## config.mk

```make
export PLATFORM = sky130hd
export DESIGN_NAME = ccm_load_top
export DESIGN_NICKNAME = d
export VERILOG_FILES = /design/src/logic/ccm_pkg.sv /design/src/logic/ccm_addr_gen.sv /design/src/logic/ccm_ecc_check.sv /design/src/logic/ccm_load_resp.sv /design/src/logic/ccm_load_top.sv
export SDC_FILE = /design/constraint.sdc
export NUM_CORES = 1
export LEC_CHECK = 0
export BUFFER_PORTS_ARGS = -buffer_cell sky130_fd_sc_hd__buf_2
export CAP_MARGIN = 20
export CORE_ASPECT_RATIO = 0.75
export CORE_UTILIZATION = 45
export CTS_CLUSTER_SIZE = 16
export DETAILED_ROUTE_END_ITERATION = 8
export PLACE_DENSITY = 0.78
export SKIP_LAST_GASP = 1
export SLEW_MARGIN = 20
export SYNTH_ARGS = -nofsm -noshare
export SYNTH_HDL_FRONTEND = slang
export SYNTH_HIERARCHICAL = 1
export SYNTH_SLANG_ARGS = --single-unit
```

## constraint.sdc

```tcl
create_clock -name clk -period 3.06 [get_ports clk]
set_clock_uncertainty 0.15 [all_clocks]
set_input_delay 0 -clock clk [delete_from_list [all_inputs] [get_ports clk]]
set_output_delay 0 -clock clk [all_outputs]
set_load 0.1 [all_outputs]
```

## src/logic/ccm_pkg.sv

```systemverilog
package ccm_pkg;

   // word and field widths
   localparam int DATA_W   = 32;
   localparam int ECC_W    = 7;
   localparam int OFFSET_W = 12;

   typedef logic [DATA_W-1:0]          addr_t;
   typedef logic [DATA_W-1:0]          data_t;
   typedef logic [ECC_W-1:0]           ecc_t;
   typedef logic signed [OFFSET_W-1:0] offset_t;

   // ccm placement
   localparam addr_t CCM_SADR    = 32'hF004_0000;
   localparam int    CCM_SIZE_KB = 64;
   localparam int    REGION_BITS = 4;                       // top nibble selects the region
   localparam int    MASK_BITS   = 10 + $clog2(CCM_SIZE_KB);

   // hamming masks, data bits at the non power of two codeword positions 1..38
   // mask k holds the data bits whose position has bit k set
   localparam logic [5:0][DATA_W-1:0] SYND_MASK = {
      32'hFC00_0000,   // check bit 5
      32'h03FF_F800,   // check bit 4
      32'h03FC_07F0,   // check bit 3
      32'hE3C3_C78E,   // check bit 2
      32'h9B33_366D,   // check bit 1
      32'h56AA_AD5B    // check bit 0
   };

   localparam int ERR_CNT_W = 8;

endpackage

```

## src/logic/ccm_addr_gen.sv

```systemverilog
`timescale 1ns/10ps

module ccm_addr_gen (
   input  logic             clk,
   input  logic             rst_l,
   input  logic             req_valid,
   input  ccm_pkg::addr_t   rs1,
   input  ccm_pkg::offset_t offset,
   output logic             a_valid,
   output ccm_pkg::addr_t   a_addr,
   output logic             a_in_range,
   output logic             a_in_region
);

   logic [11:0]    sum_lo;
   logic           cout;
   logic           sign;
   logic [31:12]   rs1_inc;
   logic [31:12]   rs1_dec;
   ccm_pkg::addr_t eff_addr;
   logic           in_range;
   logic           in_region;

   // low 12 bits added directly, upper part picked from precomputed values
   assign {cout, sum_lo} = {1'b0, rs1[11:0]} + {1'b0, offset[ccm_pkg::OFFSET_W-1:0]};
   assign sign           = offset[ccm_pkg::OFFSET_W-1];
   assign rs1_inc        = rs1[31:12] + 20'd1;
   assign rs1_dec        = rs1[31:12] - 20'd1;

   assign eff_addr[11:0]  = sum_lo;
   assign eff_addr[31:12] = ({20{ sign ~^ cout}} & rs1[31:12]) |   // upper bits kept when sign and carry cancel
                            ({20{~sign &  cout}} & rs1_inc)    |
                            ({20{ sign & ~cout}} & rs1_dec);

   assign in_range  = eff_addr[31:ccm_pkg::MASK_BITS] ==
                      ccm_pkg::CCM_SADR[31:ccm_pkg::MASK_BITS];
   assign in_region = eff_addr[31 -: ccm_pkg::REGION_BITS] ==
                      ccm_pkg::CCM_SADR[31 -: ccm_pkg::REGION_BITS];

   always_ff @(posedge clk or negedge rst_l) begin
      if (!rst_l) begin
         a_valid     <= 1'b0;
         a_in_range  <= 1'b0;
         a_in_region <= 1'b0;
      end else begin
         a_valid <= req_valid;
         if (req_valid) begin
            a_in_range  <= in_range;
            a_in_region <= in_region;
         end
      end
   end

   always_ff @(posedge clk) begin
      if (req_valid) a_addr <= eff_addr;
   end

endmodule

```

## src/logic/ccm_ecc_check.sv

```systemverilog
`timescale 1ns/10ps

module ccm_ecc_check (
   input  logic           clk,
   input  logic           rst_l,
   input  logic           req_valid,
   input  logic           ecc_en,
   input  logic           sed_ded,    // detect only, every error reported as double
   input  ccm_pkg::data_t rdata,
   input  ccm_pkg::ecc_t  recc,
   output logic           d_valid,
   output ccm_pkg::data_t d_data,
   output ccm_pkg::ecc_t  d_ecc,
   output logic           d_single,
   output logic           d_double
);

   logic [6:0]     ecc_check;
   logic           err_any;
   logic           single_err;
   logic           double_err;
   logic           par_only;
   logic [38:0]    err_mask;
   logic [38:0]    cw;
   logic [38:0]    cw_fix;
   ccm_pkg::data_t data_fix;
   ccm_pkg::ecc_t  ecc_fix;

   // syndrome bits from the hamming masks
   always_comb begin
      for (int k = 0; k < 6; k++) begin
         ecc_check[k] = recc[k] ^ (^(rdata & ccm_pkg::SYND_MASK[k]));
      end
      ecc_check[6] = ((^rdata) ^ (^recc)) & ~sed_ded;   // overall parity
   end

   assign err_any    = ecc_en & (ecc_check != 7'd0);
   assign single_err = err_any & ecc_check[6];
   assign double_err = err_any & ~ecc_check[6];
   assign par_only   = single_err & (ecc_check == 7'b100_0000);   // only the parity bit flipped

   // one hot flip position in the 39 bit codeword
   always_comb begin
      for (int i = 1; i <= 39; i++) begin
         err_mask[i-1] = ecc_check[5:0] == i[5:0];
      end
   end

   // check bits sit at the power of two positions
   assign cw = {recc[6], rdata[31:26], recc[5], rdata[25:11], recc[4], rdata[10:4],
                recc[3], rdata[3:1], recc[2], rdata[0], recc[1:0]};

   assign cw_fix = single_err ? (cw ^ err_mask) : cw;

   assign data_fix = {cw_fix[37:32], cw_fix[30:16], cw_fix[14:8], cw_fix[6:4], cw_fix[2]};
   assign ecc_fix  = {cw_fix[38] ^ par_only, cw_fix[31], cw_fix[15], cw_fix[7],
                      cw_fix[3], cw_fix[1:0]};

   always_ff @(posedge clk or negedge rst_l) begin
      if (!rst_l) begin
         d_valid  <= 1'b0;
         d_single <= 1'b0;
         d_double <= 1'b0;
      end else begin
         d_valid <= req_valid;
         if (req_valid) begin
            d_single <= single_err;
            d_double <= double_err;
         end
      end
   end

   always_ff @(posedge clk) begin
      if (req_valid) begin
         d_data <= data_fix;
         d_ecc  <= ecc_fix;
      end
   end

endmodule

```

## src/logic/ccm_load_resp.sv

```systemverilog
`timescale 1ns/10ps

module ccm_load_resp (
   input  logic                          clk,
   input  logic                          rst_l,
   input  logic                          a_valid,
   input  ccm_pkg::addr_t                a_addr,
   input  logic                          a_in_range,
   input  logic                          a_in_region,
   input  logic                          d_valid,
   input  ccm_pkg::data_t                d_data,
   input  ccm_pkg::ecc_t                 d_ecc,
   input  logic                          d_single,
   input  logic                          d_double,
   output logic                          resp_valid,
   output ccm_pkg::addr_t                resp_addr,
   output ccm_pkg::data_t                resp_data,
   output ccm_pkg::ecc_t                 resp_ecc,
   output logic                          single_err,
   output logic                          double_err,
   output logic                          access_fault,
   output logic [ccm_pkg::ERR_CNT_W-1:0] single_err_count
);

   logic cnt_inc;

   // count only real single errors and stop at all ones
   assign cnt_inc = d_valid & d_single & ~(&single_err_count);

   always_ff @(posedge clk or negedge rst_l) begin
      if (!rst_l) begin
         resp_valid       <= 1'b0;
         single_err       <= 1'b0;
         double_err       <= 1'b0;
         access_fault     <= 1'b0;
         single_err_count <= '0;
      end else begin
         resp_valid   <= a_valid;
         single_err   <= d_valid & d_single;
         double_err   <= d_valid & d_double;
         access_fault <= a_valid & a_in_region & ~a_in_range;   // ccm region but past the end
         if (cnt_inc) single_err_count <= single_err_count + 1'b1;
      end
   end

   // address and data sides each hold on their own strobe
   always_ff @(posedge clk) begin
      if (a_valid) resp_addr <= a_addr;
      if (d_valid) begin
         resp_data <= d_data;
         resp_ecc  <= d_ecc;
      end
   end

endmodule

```

## src/logic/ccm_load_top.sv

```systemverilog
`timescale 1ns/10ps

module ccm_load_top (
   input  logic                          clk,
   input  logic                          rst_l,
   input  logic                          req_valid,
   input  ccm_pkg::addr_t                rs1,
   input  ccm_pkg::offset_t              offset,
   input  ccm_pkg::data_t                rdata,
   input  ccm_pkg::ecc_t                 recc,
   input  logic                          sed_ded,
   input  logic                          ecc_en,
   output logic                          resp_valid,
   output ccm_pkg::addr_t                resp_addr,
   output ccm_pkg::data_t                resp_data,
   output ccm_pkg::ecc_t                 resp_ecc,
   output logic                          single_err,
   output logic                          double_err,
   output logic                          access_fault,
   output logic [ccm_pkg::ERR_CNT_W-1:0] single_err_count
);

   // address stage results
   logic           a_valid;
   ccm_pkg::addr_t a_addr;
   logic           a_in_range;
   logic           a_in_region;

   // data stage results
   logic           d_valid;
   ccm_pkg::data_t d_data;
   ccm_pkg::ecc_t  d_ecc;
   logic           d_single;
   logic           d_double;

   ccm_addr_gen i_ccm_addr_gen (
      .clk, .rst_l, .req_valid, .rs1, .offset,
      .a_valid, .a_addr, .a_in_range, .a_in_region
   );

   ccm_ecc_check i_ccm_ecc_check (
      .clk, .rst_l, .req_valid, .ecc_en, .sed_ded, .rdata, .recc,
      .d_valid, .d_data, .d_ecc, .d_single, .d_double
   );

   // joins both paths one cycle later
   ccm_load_resp i_ccm_load_resp (
      .clk, .rst_l,
      .a_valid, .a_addr, .a_in_range, .a_in_region,
      .d_valid, .d_data, .d_ecc, .d_single, .d_double,
      .resp_valid, .resp_addr, .resp_data, .resp_ecc,
      .single_err, .double_err, .access_fault, .single_err_count
   );

endmodule

```

# Yosys cells after proc, flatten, opt, wreduce, memory -nomap -nowiden

Cells that the tools add are included.

Bits in registers: 159
Latch bits: 0
Memory bits (writable): 0
Memory bits (read-only): 0
Output and inout bits: 83
Logic and storage cells: 106
Memories kept: 0

Add/sub/neg operators: 4
Multiply operators: 0
Div/mod/pow operators: 0
Magnitude comparators: 0
Equal/unequal tests: 42
Shift-type cells: 0
Multiplexer cells: 1
Bitwise operators: 33
Reduce and logical (&&, ||, !) cells: 10

Operator list:

| kind                  | number |
|---|---|
| $reduce_xor 32->1     | 7 |
| $eq 6x5->1 const B    | 16 |
| $and 20x20->20        | 3 |
| $eq 6x4->1 const B    | 8 |
| $eq 6x6->1 const B    | 8 |
| $or 20x20->20         | 2 |
| $mux 39               | 1 |
| $xor 39x39->39        | 1 |
| $eq 6x3->1 const B    | 4 |
| $add 20x1->20 const B | 1 |
| $sub 20x1->20 const B | 1 |
| $eq 16x16->1 const B  | 1 |
| $add 12x12->13        | 1 |
| $and 1x1->1           | 12 |
| $eq 6x2->1 const B    | 2 |
| $add 8x1->8 const B   | 1 |
| $reduce_and 8->1      | 1 |
| $xor 1x1->1           | 8 |
| $eq 7x7->1 const B    | 1 |
| $reduce_bool 7->1     | 1 |
| $reduce_xor 7->1      | 1 |
| $eq 6x1->1 const B    | 1 |
| $not 1->1             | 6 |
| $eq 4x4->1 const B    | 1 |
| $xnor 1x1->1          | 1 |

# Logic depth before layout (Yosys ltp)

Gate-level depths: netlist of the first run.

Word-level depth: 8
Gate-level depth with buffers: 18
Depth with buffers taken out: 17

# Cells and area by module

Netlist of the first run, hierarchy kept.

Modules (own cells, without submodules):

| module        | instances | cells each | area an instance (um^2) | sequential area each (um^2) |
|---|---|---|---|---|
| ccm_ecc_check | 1         | 238        | 3119.2                  | 1246.2 |
| ccm_addr_gen  | 1         | 272        | 2676.3                  | 1036.0 |
| ccm_load_resp | 1         | 112        | 2640.0                  | 2432.3 |

# Worst setup path before layout of the first run

Ideal clock, no wire load.

Path kind: input port to flip-flop
From: input offset[0]
To: register i_ccm_addr_gen.a_in_range
Data arrival time: 3.776 ns
Data required time: 2.814 ns
Path slack: -0.961 ns
Stages on the path: 16
Buffers on the path: 1
Cell sequence: ha_1 fa_1 a21o_1 a21oi_1 o21bai_1 a21oi_1 o21ai_0 a22oi_1 a21oi_1 ha_1 clkbuf_1 nor4_1 a31oi_1 or4b_2 or4_1 o32ai_2

Cells in the longest elaborated chain, start to end: 6
Elaborated cells on any way between the ends: 11
Classes of those cells: add/sub (1); eq/ne (1); bitwise (9)

Ends and longest elaborated chain:

| item                                                   | line                                   | text |
|---|---|---|
| start, declared                                        | ccm_load_top.sv:8                      | `input ccm_pkg::offset_t offset,` |
| $add 12x12->13 *                                       | ccm_addr_gen.sv:25                     | `assign {cout, sum_lo} = {1'b0, rs1[11:0]} + {1'b0, offset[ccm_pkg::OFFSET_W-1:0]};` |
| $xnor 1x1->1 (tied with other cells)                   | ccm_addr_gen.sv:31                     | `assign eff_addr[31:12] = ({20{ sign ~^ cout}} & rs1[31:12]) \|` |
| $and 20x20->20 (tied with other cells)                 | ccm_addr_gen.sv:31                     |  |
| $or 20x20->20 / $and 20x20->20 (equally long branches) | ccm_addr_gen.sv:31, ccm_addr_gen.sv:33 |  |
| $or 20x20->20 *                                        | ccm_addr_gen.sv:32                     | `({20{~sign & cout}} & rs1_inc) \|` |
| via i_ccm_addr_gen.eff_addr[17]                        | ccm_addr_gen.sv:20                     | `ccm_pkg::addr_t eff_addr;` |
| $eq 16x16->1 *                                         | ccm_addr_gen.sv:35                     | `assign in_range = eff_addr[31:ccm_pkg::MASK_BITS] ==` |
| end signal, assigned                                   | ccm_addr_gen.sv:48                     | `a_in_range <= in_range;` |
| end, declared                                          | ccm_addr_gen.sv:11                     | `output logic a_in_range,` |

The timed path passes the listed nets; every way through them passes the cells marked *.
A chain may end at the register's enable or synchronous reset.

# Worst setup path after layout of the first run

From: input rs1[0]
To: register i_ccm_addr_gen.a_in_range

Cells in the longest elaborated chain, start to end: 6
Elaborated cells on any way between the ends: 11
Classes of those cells: add/sub (1); eq/ne (1); bitwise (9)

Ends and longest elaborated chain:

| item                                                   | line                                   | text |
|---|---|---|
| start, declared                                        | ccm_load_top.sv:7                      | `input ccm_pkg::addr_t rs1,` |
| $add 12x12->13 *                                       | ccm_addr_gen.sv:25                     |  |
| $xnor 1x1->1 (tied with other cells)                   | ccm_addr_gen.sv:31                     |  |
| $and 20x20->20 (tied with other cells)                 | ccm_addr_gen.sv:31                     |  |
| $or 20x20->20 / $and 20x20->20 (equally long branches) | ccm_addr_gen.sv:31, ccm_addr_gen.sv:33 |  |
| $or 20x20->20 *                                        | ccm_addr_gen.sv:32                     |  |
| via i_ccm_addr_gen.eff_addr[17]                        | ccm_addr_gen.sv:20                     |  |
| $eq 16x16->1 *                                         | ccm_addr_gen.sv:35                     |  |

Marked as above.

==> reports/results.ini, run 1 <==
[run_status]
status = finished, violations left
violations = negative setup slack

[yosys]
async_flop_share = 0.113
yosysWarnings = 6
netlist_top_cells_area = edfxtp_1 51%, xnor2_1 9.7%, dfrtp_1 5.3%
netlist_area_mm2 = 0.00844
synthCells = 622
syn-num-nets = 728
yosysUniqueCellTypes = 81
synthFlopType = edfxtp_1
yosysSeqAreaShare = 0.559
synth_edf_count = 142
ys_ff_latch = 160
syn_area_per_cell_um2 = 13.6
yosysTopAreaCell = edfxtp_1
yosysTopAreaCellShare = 0.505

[sta]
max_freq_mhz = 292
finalWorstSetupSlack_ns = -0.365
min_period_over_period = 1.12
period_needed_ns = 3.43
max_slew.worst_pin.slew_ns = 0.922
finalHoldViolations = 0
slew_viol_final = 0
rsz0062_at_grt = true
relSlewSlack = 0.381
setup_viol = 2
setup_tns_ns = -0.415

[critical_path]
end_kind = register
cp.required_ns = 3.24
r2r_slack_ns = 1.52
ff2ff_path_depth = 4
rr_startpoint = i_ccm_load_resp/single_err_count[3]
path_common_cell = a21oi_2
crit_chain = buf_8 > ha_4 > fa_2 > a21o_1 > a21oi_2 > o21bai_1 > a21oi_2 > o21ai_2 > a22oi_2 > a21oi_2 > ha_4 > buf_4 > nor4_2 > a31oi_1 > or4b_4 > or4_4 > o32ai_2
crit_path_start_kind = input pin
cpMaxStageDelayCell = or4b_4
cp.arrival_ns = 3.61
crit_start = rs1[0]
crit_end = i_ccm_addr_gen/a_in_range
reg2reg_to = i_ccm_load_resp/single_err_count[1]
worstSetupPathType = in2reg
slowest_delay_ns = 0.51
cp_max_fo = 5

[clocking]
cts_tree = yes
cts_buffers = 17
cts_max_level = 4
worstSkewPairLatency_ns = 0.43
root_buffer = clkbuf_16
clkSinkCount = 160
clk_pin_slew_ns = 0.07
cts_buffer_depth = 2

[global_routing]
grt_pass1_vias = 6323
global_route.overflow_total = 0
grt_max_degree = 41
antenna_found_initial = 0
grtUsageTotal = 0.234
grt_pass1_wl_um = 34100

[finish]
syn_to_final_growth_pct = 36.9
nNetsFinal = 1046
instances_no_fill = 1195
drive_gt1_frac = 0.359
antenna_cells = 0
fillers = 1366
multi_input_area_mm2 = 0.00359
regArea_mm2 = 0.00471

[floorplanning]
initial_core_util = 0.469
die_area_mm2 = 0.0193
die-height_um = 121
die_w_um = 160
boundaryPins = 171
core_mm2 = 0.0180
rows = 42

[place]
placed_cells = 1078
place.gp.congestion = 0.915
io_buffers = 170
dp_hpwl_um = 15200

[hold_path]
worstHoldPathType = in2reg

[routing]
wirelength_um = 22100
vias = 6536
viasPerCell = 5.47
dr.first_iter.drc_count = 505
drt-pass1-iter-count = 5
drcViolationCount = 0
wl_per_cell_um = 18.5
ant_nets = 0

[power_and_ir_drop]
p_leak_nw = 4.56
p_per_area_mw_per_mm2 = 711
ir_worst_vdd_mv = 0.542

[flow_run]
max-cap-violations = 0

## cell type report
class | instances | share of cell area
Clock buffer | 18 | 0.0372
Clock inverter | 14 | 0.0153
Inverter | 17 | 0.00639
Multi-Input combinational cell | 415 | 0.311
Sequential cell | 160 | 0.408
Tap cell | 242 | 0.0262
Timing Repair Buffer | 329 | 0.196
## synth_stat cells (3+ instances only)
library cell,n
nor3_2,4
and3_1,11
buf_2,10
a31oi_1,7
and2_1,9
o211ai_1,17
nand2b_1,5
dfrtp_1,18
xnor2_1,93
nor4_1,4
a221oi_1,5
o2111ai_1,22
mux2_2,3
xor2_1,14
o2111ai_2,4
nand4_1,11
a221o_1,3
o21bai_1,3
o22ai_1,6
nor2_1,16
nand3_1,15
or3_1,3
edfxtp_1,142
a211oi_1,4
a21o_1,4
and4_1,7
xnor3_1,9
inv_1,15
buf_4,3
a21oi_1,17
o21ai_0,14
ha_1,17
nor3b_1,4
clkbuf_1,11
nor2b_1,4
o21a_1,3
nand2_1,15
o31ai_1,3
nor3_1,8
buf_6,3
## worst min-delay path by stage
stage,endpoint,start,cells past startpoint
after floorplan,i_ccm_addr_gen/a_in_range,rst_l,0
after detailed placement,i_ccm_load_resp/single_err_count[1],rst_l,1
after global routing,i_ccm_addr_gen/a_addr[9],rs1[9],4
after CTS,i_ccm_addr_gen/a_addr[5],rs1[5],4
final,i_ccm_addr_gen/a_addr[7],rs1[6],5
after global placement,i_ccm_load_resp/single_err_count[1],rst_l,1
## routing by layer
layer | vias to the layer above | global-route usage | part of all wire
met1 | 3115 | 0.318 | 0.44
met5 | - | 0 | 0
met2 | 319 | 0.365 | 0.46
li1 | 3053 | - | -
met3 | 49 | 0.0532 | 0.071
met4 | 0 | 0.0923 | 0.025
## sequential cells by signal, summed over array words and instances, names as in the netlist, 7 cells and up
signal                            flops
i_ccm_addr_gen/a_addr                32
i_ccm_load_resp/resp_data            32
i_ccm_load_resp/resp_ecc              7
i_ccm_load_resp/single_err_count      8
i_ccm_ecc_check/d_ecc                 7
i_ccm_ecc_check/d_data               32
i_ccm_load_resp/resp_addr            32
## power breakdown
part	switching, W	internal (W)
Combinational	0.00229	0.000983
Sequential	0.0000955	0.00268
Clock	0.000933	0.00123
## layout by cell type (no fill, tap or decap), drive strengths merged, types with 17 or more instances in the layout
cell type	instances
buf	258
xnor2	97
edfxtp	142
a21oi	17
ha	17
dfrtp	18
dlygate4sd3	71
clkbuf	18
inv	21
o2111ai	26
o211ai	17
nor2	18
## worst max-delay path, delay by kind of cell
kind	cells	cell delay, ns
adder cells (fa/ha/maj)	3	0.79
AND/OR/NAND/NOR	3	1.26
AO/OA/AOI/OAI	9	1.30
buffers and inverters	2	0.25
## what timing repair did
item                       in CTS  in global routing
setup endpoints to repair       5                 29
pin swaps                      14                 14
gates resized for setup        16                 16
hold buffers                   71                  0
hold endpoints to repair      106                  0
buffers inserted               10                  4
## logic make-up (layout without fill, tap and decap cells)
kind of cell | count (synthesis) | count (layout) | synth area share
and+or+nand+nor | 133 | 133 | 0.0970
AOI/OAI and AO/OA | 132 | 132 | 0.119
DFF | 160 | 160 | 0.559
xor gates and xnor gates | 125 | 125 | 0.158
adders and majority gates | 18 | 18 | 0.0276
buffers and inverters | 47 | 378 | 0.0304
muxes | 7 | 7 | 0.00949
## stage by stage
step,utilization,hold slack (ns),area (um2),worst slack (ns),total power (W)
6_report,0.643,0.0219,11600,-0.365,0.00821
5_1_grt,0.643,0.0570,11600,-0.470,0.00853
4_1_cts,0.637,0.00382,11400,-0.388,0.00816
3_5_place_dp,0.555,-0.182,9980,-1.16,0.00585
3_3_place_gp,0.555,-0.183,9980,-1.04,0.00580
2_1_floorplan,-,-0.446,8480,-0.667,0.00514
Note: power is estimated with default switching activity, not from simulation.
==> inputs of run 2 (changes only) <==
--- a/config.mk
+++ b/config.mk
@@ -5,13 +5,15 @@
 export SDC_FILE = /design/constraint.sdc
 export NUM_CORES = 1
 export LEC_CHECK = 0
+export ABC_AREA = 1
 export BUFFER_PORTS_ARGS = -buffer_cell sky130_fd_sc_hd__buf_2
 export CAP_MARGIN = 20
 export CORE_ASPECT_RATIO = 0.75
 export CORE_UTILIZATION = 45
 export CTS_CLUSTER_SIZE = 16
 export DETAILED_ROUTE_END_ITERATION = 8
-export PLACE_DENSITY = 0.78
+export HOLD_SLACK_MARGIN = 0.06
+export PLACE_DENSITY = 0.77
 export SKIP_LAST_GASP = 1
 export SLEW_MARGIN = 20
 export SYNTH_ARGS = -nofsm -noshare
==> run 2 against run 1 <==
Compared with the run above: the run now ends clean; clock-buffer cell count decreased by 1; cell count increased by 55%; worst hold slack better by 0.052 ns; area after synthesis grew 18%.
==> reports/results.ini, run 2 <==
[run_status]
status = completed

[critical_path]
cp.required_ns = 3.08
rr_startpoint = i_ccm_load_resp/single_err_count[0]
path_buf_inv = 4
cpMaxStageDelayCell = dlygate4sd3_1
cp_max_fo = 2
slowest_delay_ns = 0.56
cp_top_family = buffers and inverters
cp.depth = 12
ff2ff_path_depth = 8
worstSetupPathType = in2reg
reg2reg_to = i_ccm_load_resp/single_err_count[4]
crit_path_start_kind = input pin
r2r_slack_ns = 1.48
crit_chain = dlygate4sd3_1 > buf_2 > ha_1 > fa_1 > nand3_1 > nand2_1 > buf_4 > a31oi_1 > o21ai_0 > a21oi_1 > xnor2_1 > dlygate4sd3_1
end_kind = register
path_common_cell = dlygate4sd3_1
cp.arrival_ns = 2.94
crit_start = rs1[0]

[place]
dp_hpwl_um = 20300
io_buffers = 170
place.gp.congestion = 0.934

[yosys]
netlist_top_cells_area = edfxtp_1 43%, nand2_1 19%, nand3_1 7.0%
async_flop_share = 0.113
synth_most_common_cell = nand2_1
yosysUniqueCellTypes = 42
synthCells = 1271
yosysTopAreaCell = edfxtp_1
syn-num-nets = 1377
ys_ff_latch = 160
yosysWarnings = 6
yosysSeqAreaShare = 0.472
yosysTopAreaCellShare = 0.427
syn_area_per_cell_um2 = 7.86
synthFlopType = edfxtp_1
netlist_area_mm2 = 0.00999
synth_edf_count = 142
synth_commonest_cells = 513 x nand2_1, 142 x edfxtp_1, 140 x nand3_1, 105 x inv_1, 89 x nor2_1

[sta]
max_freq_mhz = 342
finalHoldViolations = 0
hold_slack_ns = 0.0738
period_needed_ns = 2.92
relSlewSlack = 0.465
setup_viol = 0
min_period_over_period = 0.955
slew_viol_final = 0
max_slew.worst_pin.slew_ns = 0.800

[routing]
wl_per_cell_um = 15.0
viasPerCell = 5.11
vias = 9453
drcViolationCount = 0
ant_nets = 0
dr.first_iter.drc_count = 847
wirelength_um = 27800
drt-pass1-iter-count = 5

[finish]
fillers = 1912
nNetsFinal = 1655
syn_to_final_growth_pct = 27.4
drive_gt1_frac = 0.209
antenna_cells = 0
mostFrequentLayoutCells = 511 x nand2_1, 169 x buf_2, 142 x edfxtp_1
final_common_cell = nand2_1
multi_input_area_mm2 = 0.00464
regArea_mm2 = 0.00472

[hold_path]
hp-start = rs1[5]
worstHoldPathType = in2reg
holdPathStages = 6
hold-path-endpoint = i_ccm_addr_gen/a_addr[6]

[floorplanning]
core_mm2 = 0.0215
die_area_mm2 = 0.0228
boundaryPins = 171
initial_core_util = 0.466
rows = 46
die-height_um = 131
die_w_um = 174

[power_and_ir_drop]
p_per_area_mw_per_mm2 = 585
power.total_w = 0.00745
ir_worst_vdd_mv = 0.321
p_leak_nw = 5.96

[clocking]
worstSkewPairLatency_ns = 0.42
cts_tree = yes
cts_buffers = 17
cts_max_level = 4
clk_pin_slew_ns = 0.07
cts_buffer_depth = 2
root_buffer = clkbuf_16
clkSinkCount = 160

[global_routing]
grt_pass1_vias = 8271
global_route.overflow_total = 0
grt_max_degree = 55
grtUsageTotal = 0.245
grt_pass1_wl_um = 43000
antenna_found_initial = 0

[flow_run]
max-cap-violations = 0

[run 2: cell count changes after synthesis, moves of 24 or more]
cell | previous run | this run
nand3_1 | 15 | 140
xnor2_1 | 93 | 15
nor2_1 | 16 | 89
inv_2 | 0 | 24
nand2_1 | 15 | 513
inv_1 | 15 | 105
[run 2: how the worst max path moves through the flow]
stage | endpoint
finish | i_ccm_addr_gen/a_addr[10]
global route | i_ccm_ecc_check/d_data[31]
CTS | i_ccm_ecc_check/d_data[28]
detailed placement | i_ccm_addr_gen/a_in_range
global placement | i_ccm_addr_gen/a_in_range
floorplan | i_ccm_addr_gen/a_in_range
[run 2: routing by layer]
metal	up-vias	part of all wire	GRT usage	wire length [um]
li1	4701	-	-	-
met1	4342	0.47	0.353	13100
met2	388	0.44	0.372	12100
met3	22	0.081	0.0559	2250
met4	0	0.010	0.0624	278
met5	-	0	0	0
[run 2: cell type report]
class	count	share of cell area
repair buffers	287	0.155
inverters	130	0.0385
well taps	288	0.0283
clock buffers	17	0.0334
clock inverters	15	0.0100
multi-input cells	953	0.364
flip-flops and latches	160	0.370
[run 2: power breakdown]
part | switching [W] | total, W | internal, W
Clock | 0.000964 | 0.00203 | 0.00106
Combinational | 0.00201 | 0.00263 | 0.000617
Sequential | 0.000108 | 0.00280 | 0.00269
[run 2: tightest hold or removal path, stage by stage]
cell	delay (ns)
buf_2	0.08
ha_1	0.15
a21oi_1	0.06
inv_1	0.05
a31oi_1	0.05
xnor2_1	0.15
[run 2: what timing repair did]
item                                   4_1_cts  5_1_grt
buffers inserted                             0        3
gates resized for setup                      0       10
hold buffers                                96        0
setup endpoints to repair                    0        6
endpoints found under the hold margin      140        0
[run 2: cells by family (layout without fill, tap and decap cells)]
kind of cell | count (synthesis) | after routing | share of synthesized area
AO/OA/AOI/OAI | 71 | 71 | 0.0388
XOR/XNOR | 29 | 29 | 0.0273
adder cells (fa/ha/maj) | 18 | 18 | 0.0233
buffers and inverters | 158 | 449 | 0.0687
flip-flops | 160 | 160 | 0.472
AND/OR/NAND/NOR | 835 | 835 | 0.370
[run 2: per-stage QoR]
step | instances | area [um2] | setup TNS, ns | worst slack [ns] | utilization
6_report | 1850 | 12700 | 0 | 0.137 | 0.593
5_1_grt | 1850 | 12700 | -0.0375 | -0.0375 | 0.593
4_1_cts | 1847 | 12700 | 0 | 0.0208 | 0.590
3_5_place_dp | 1719 | 11100 | 0 | 0.163 | 0.519
3_3_place_gp | 1719 | 11100 | 0 | 0.186 | 0.519
2_1_floorplan | 1271 | 9990 | 0 | 0.717 | -
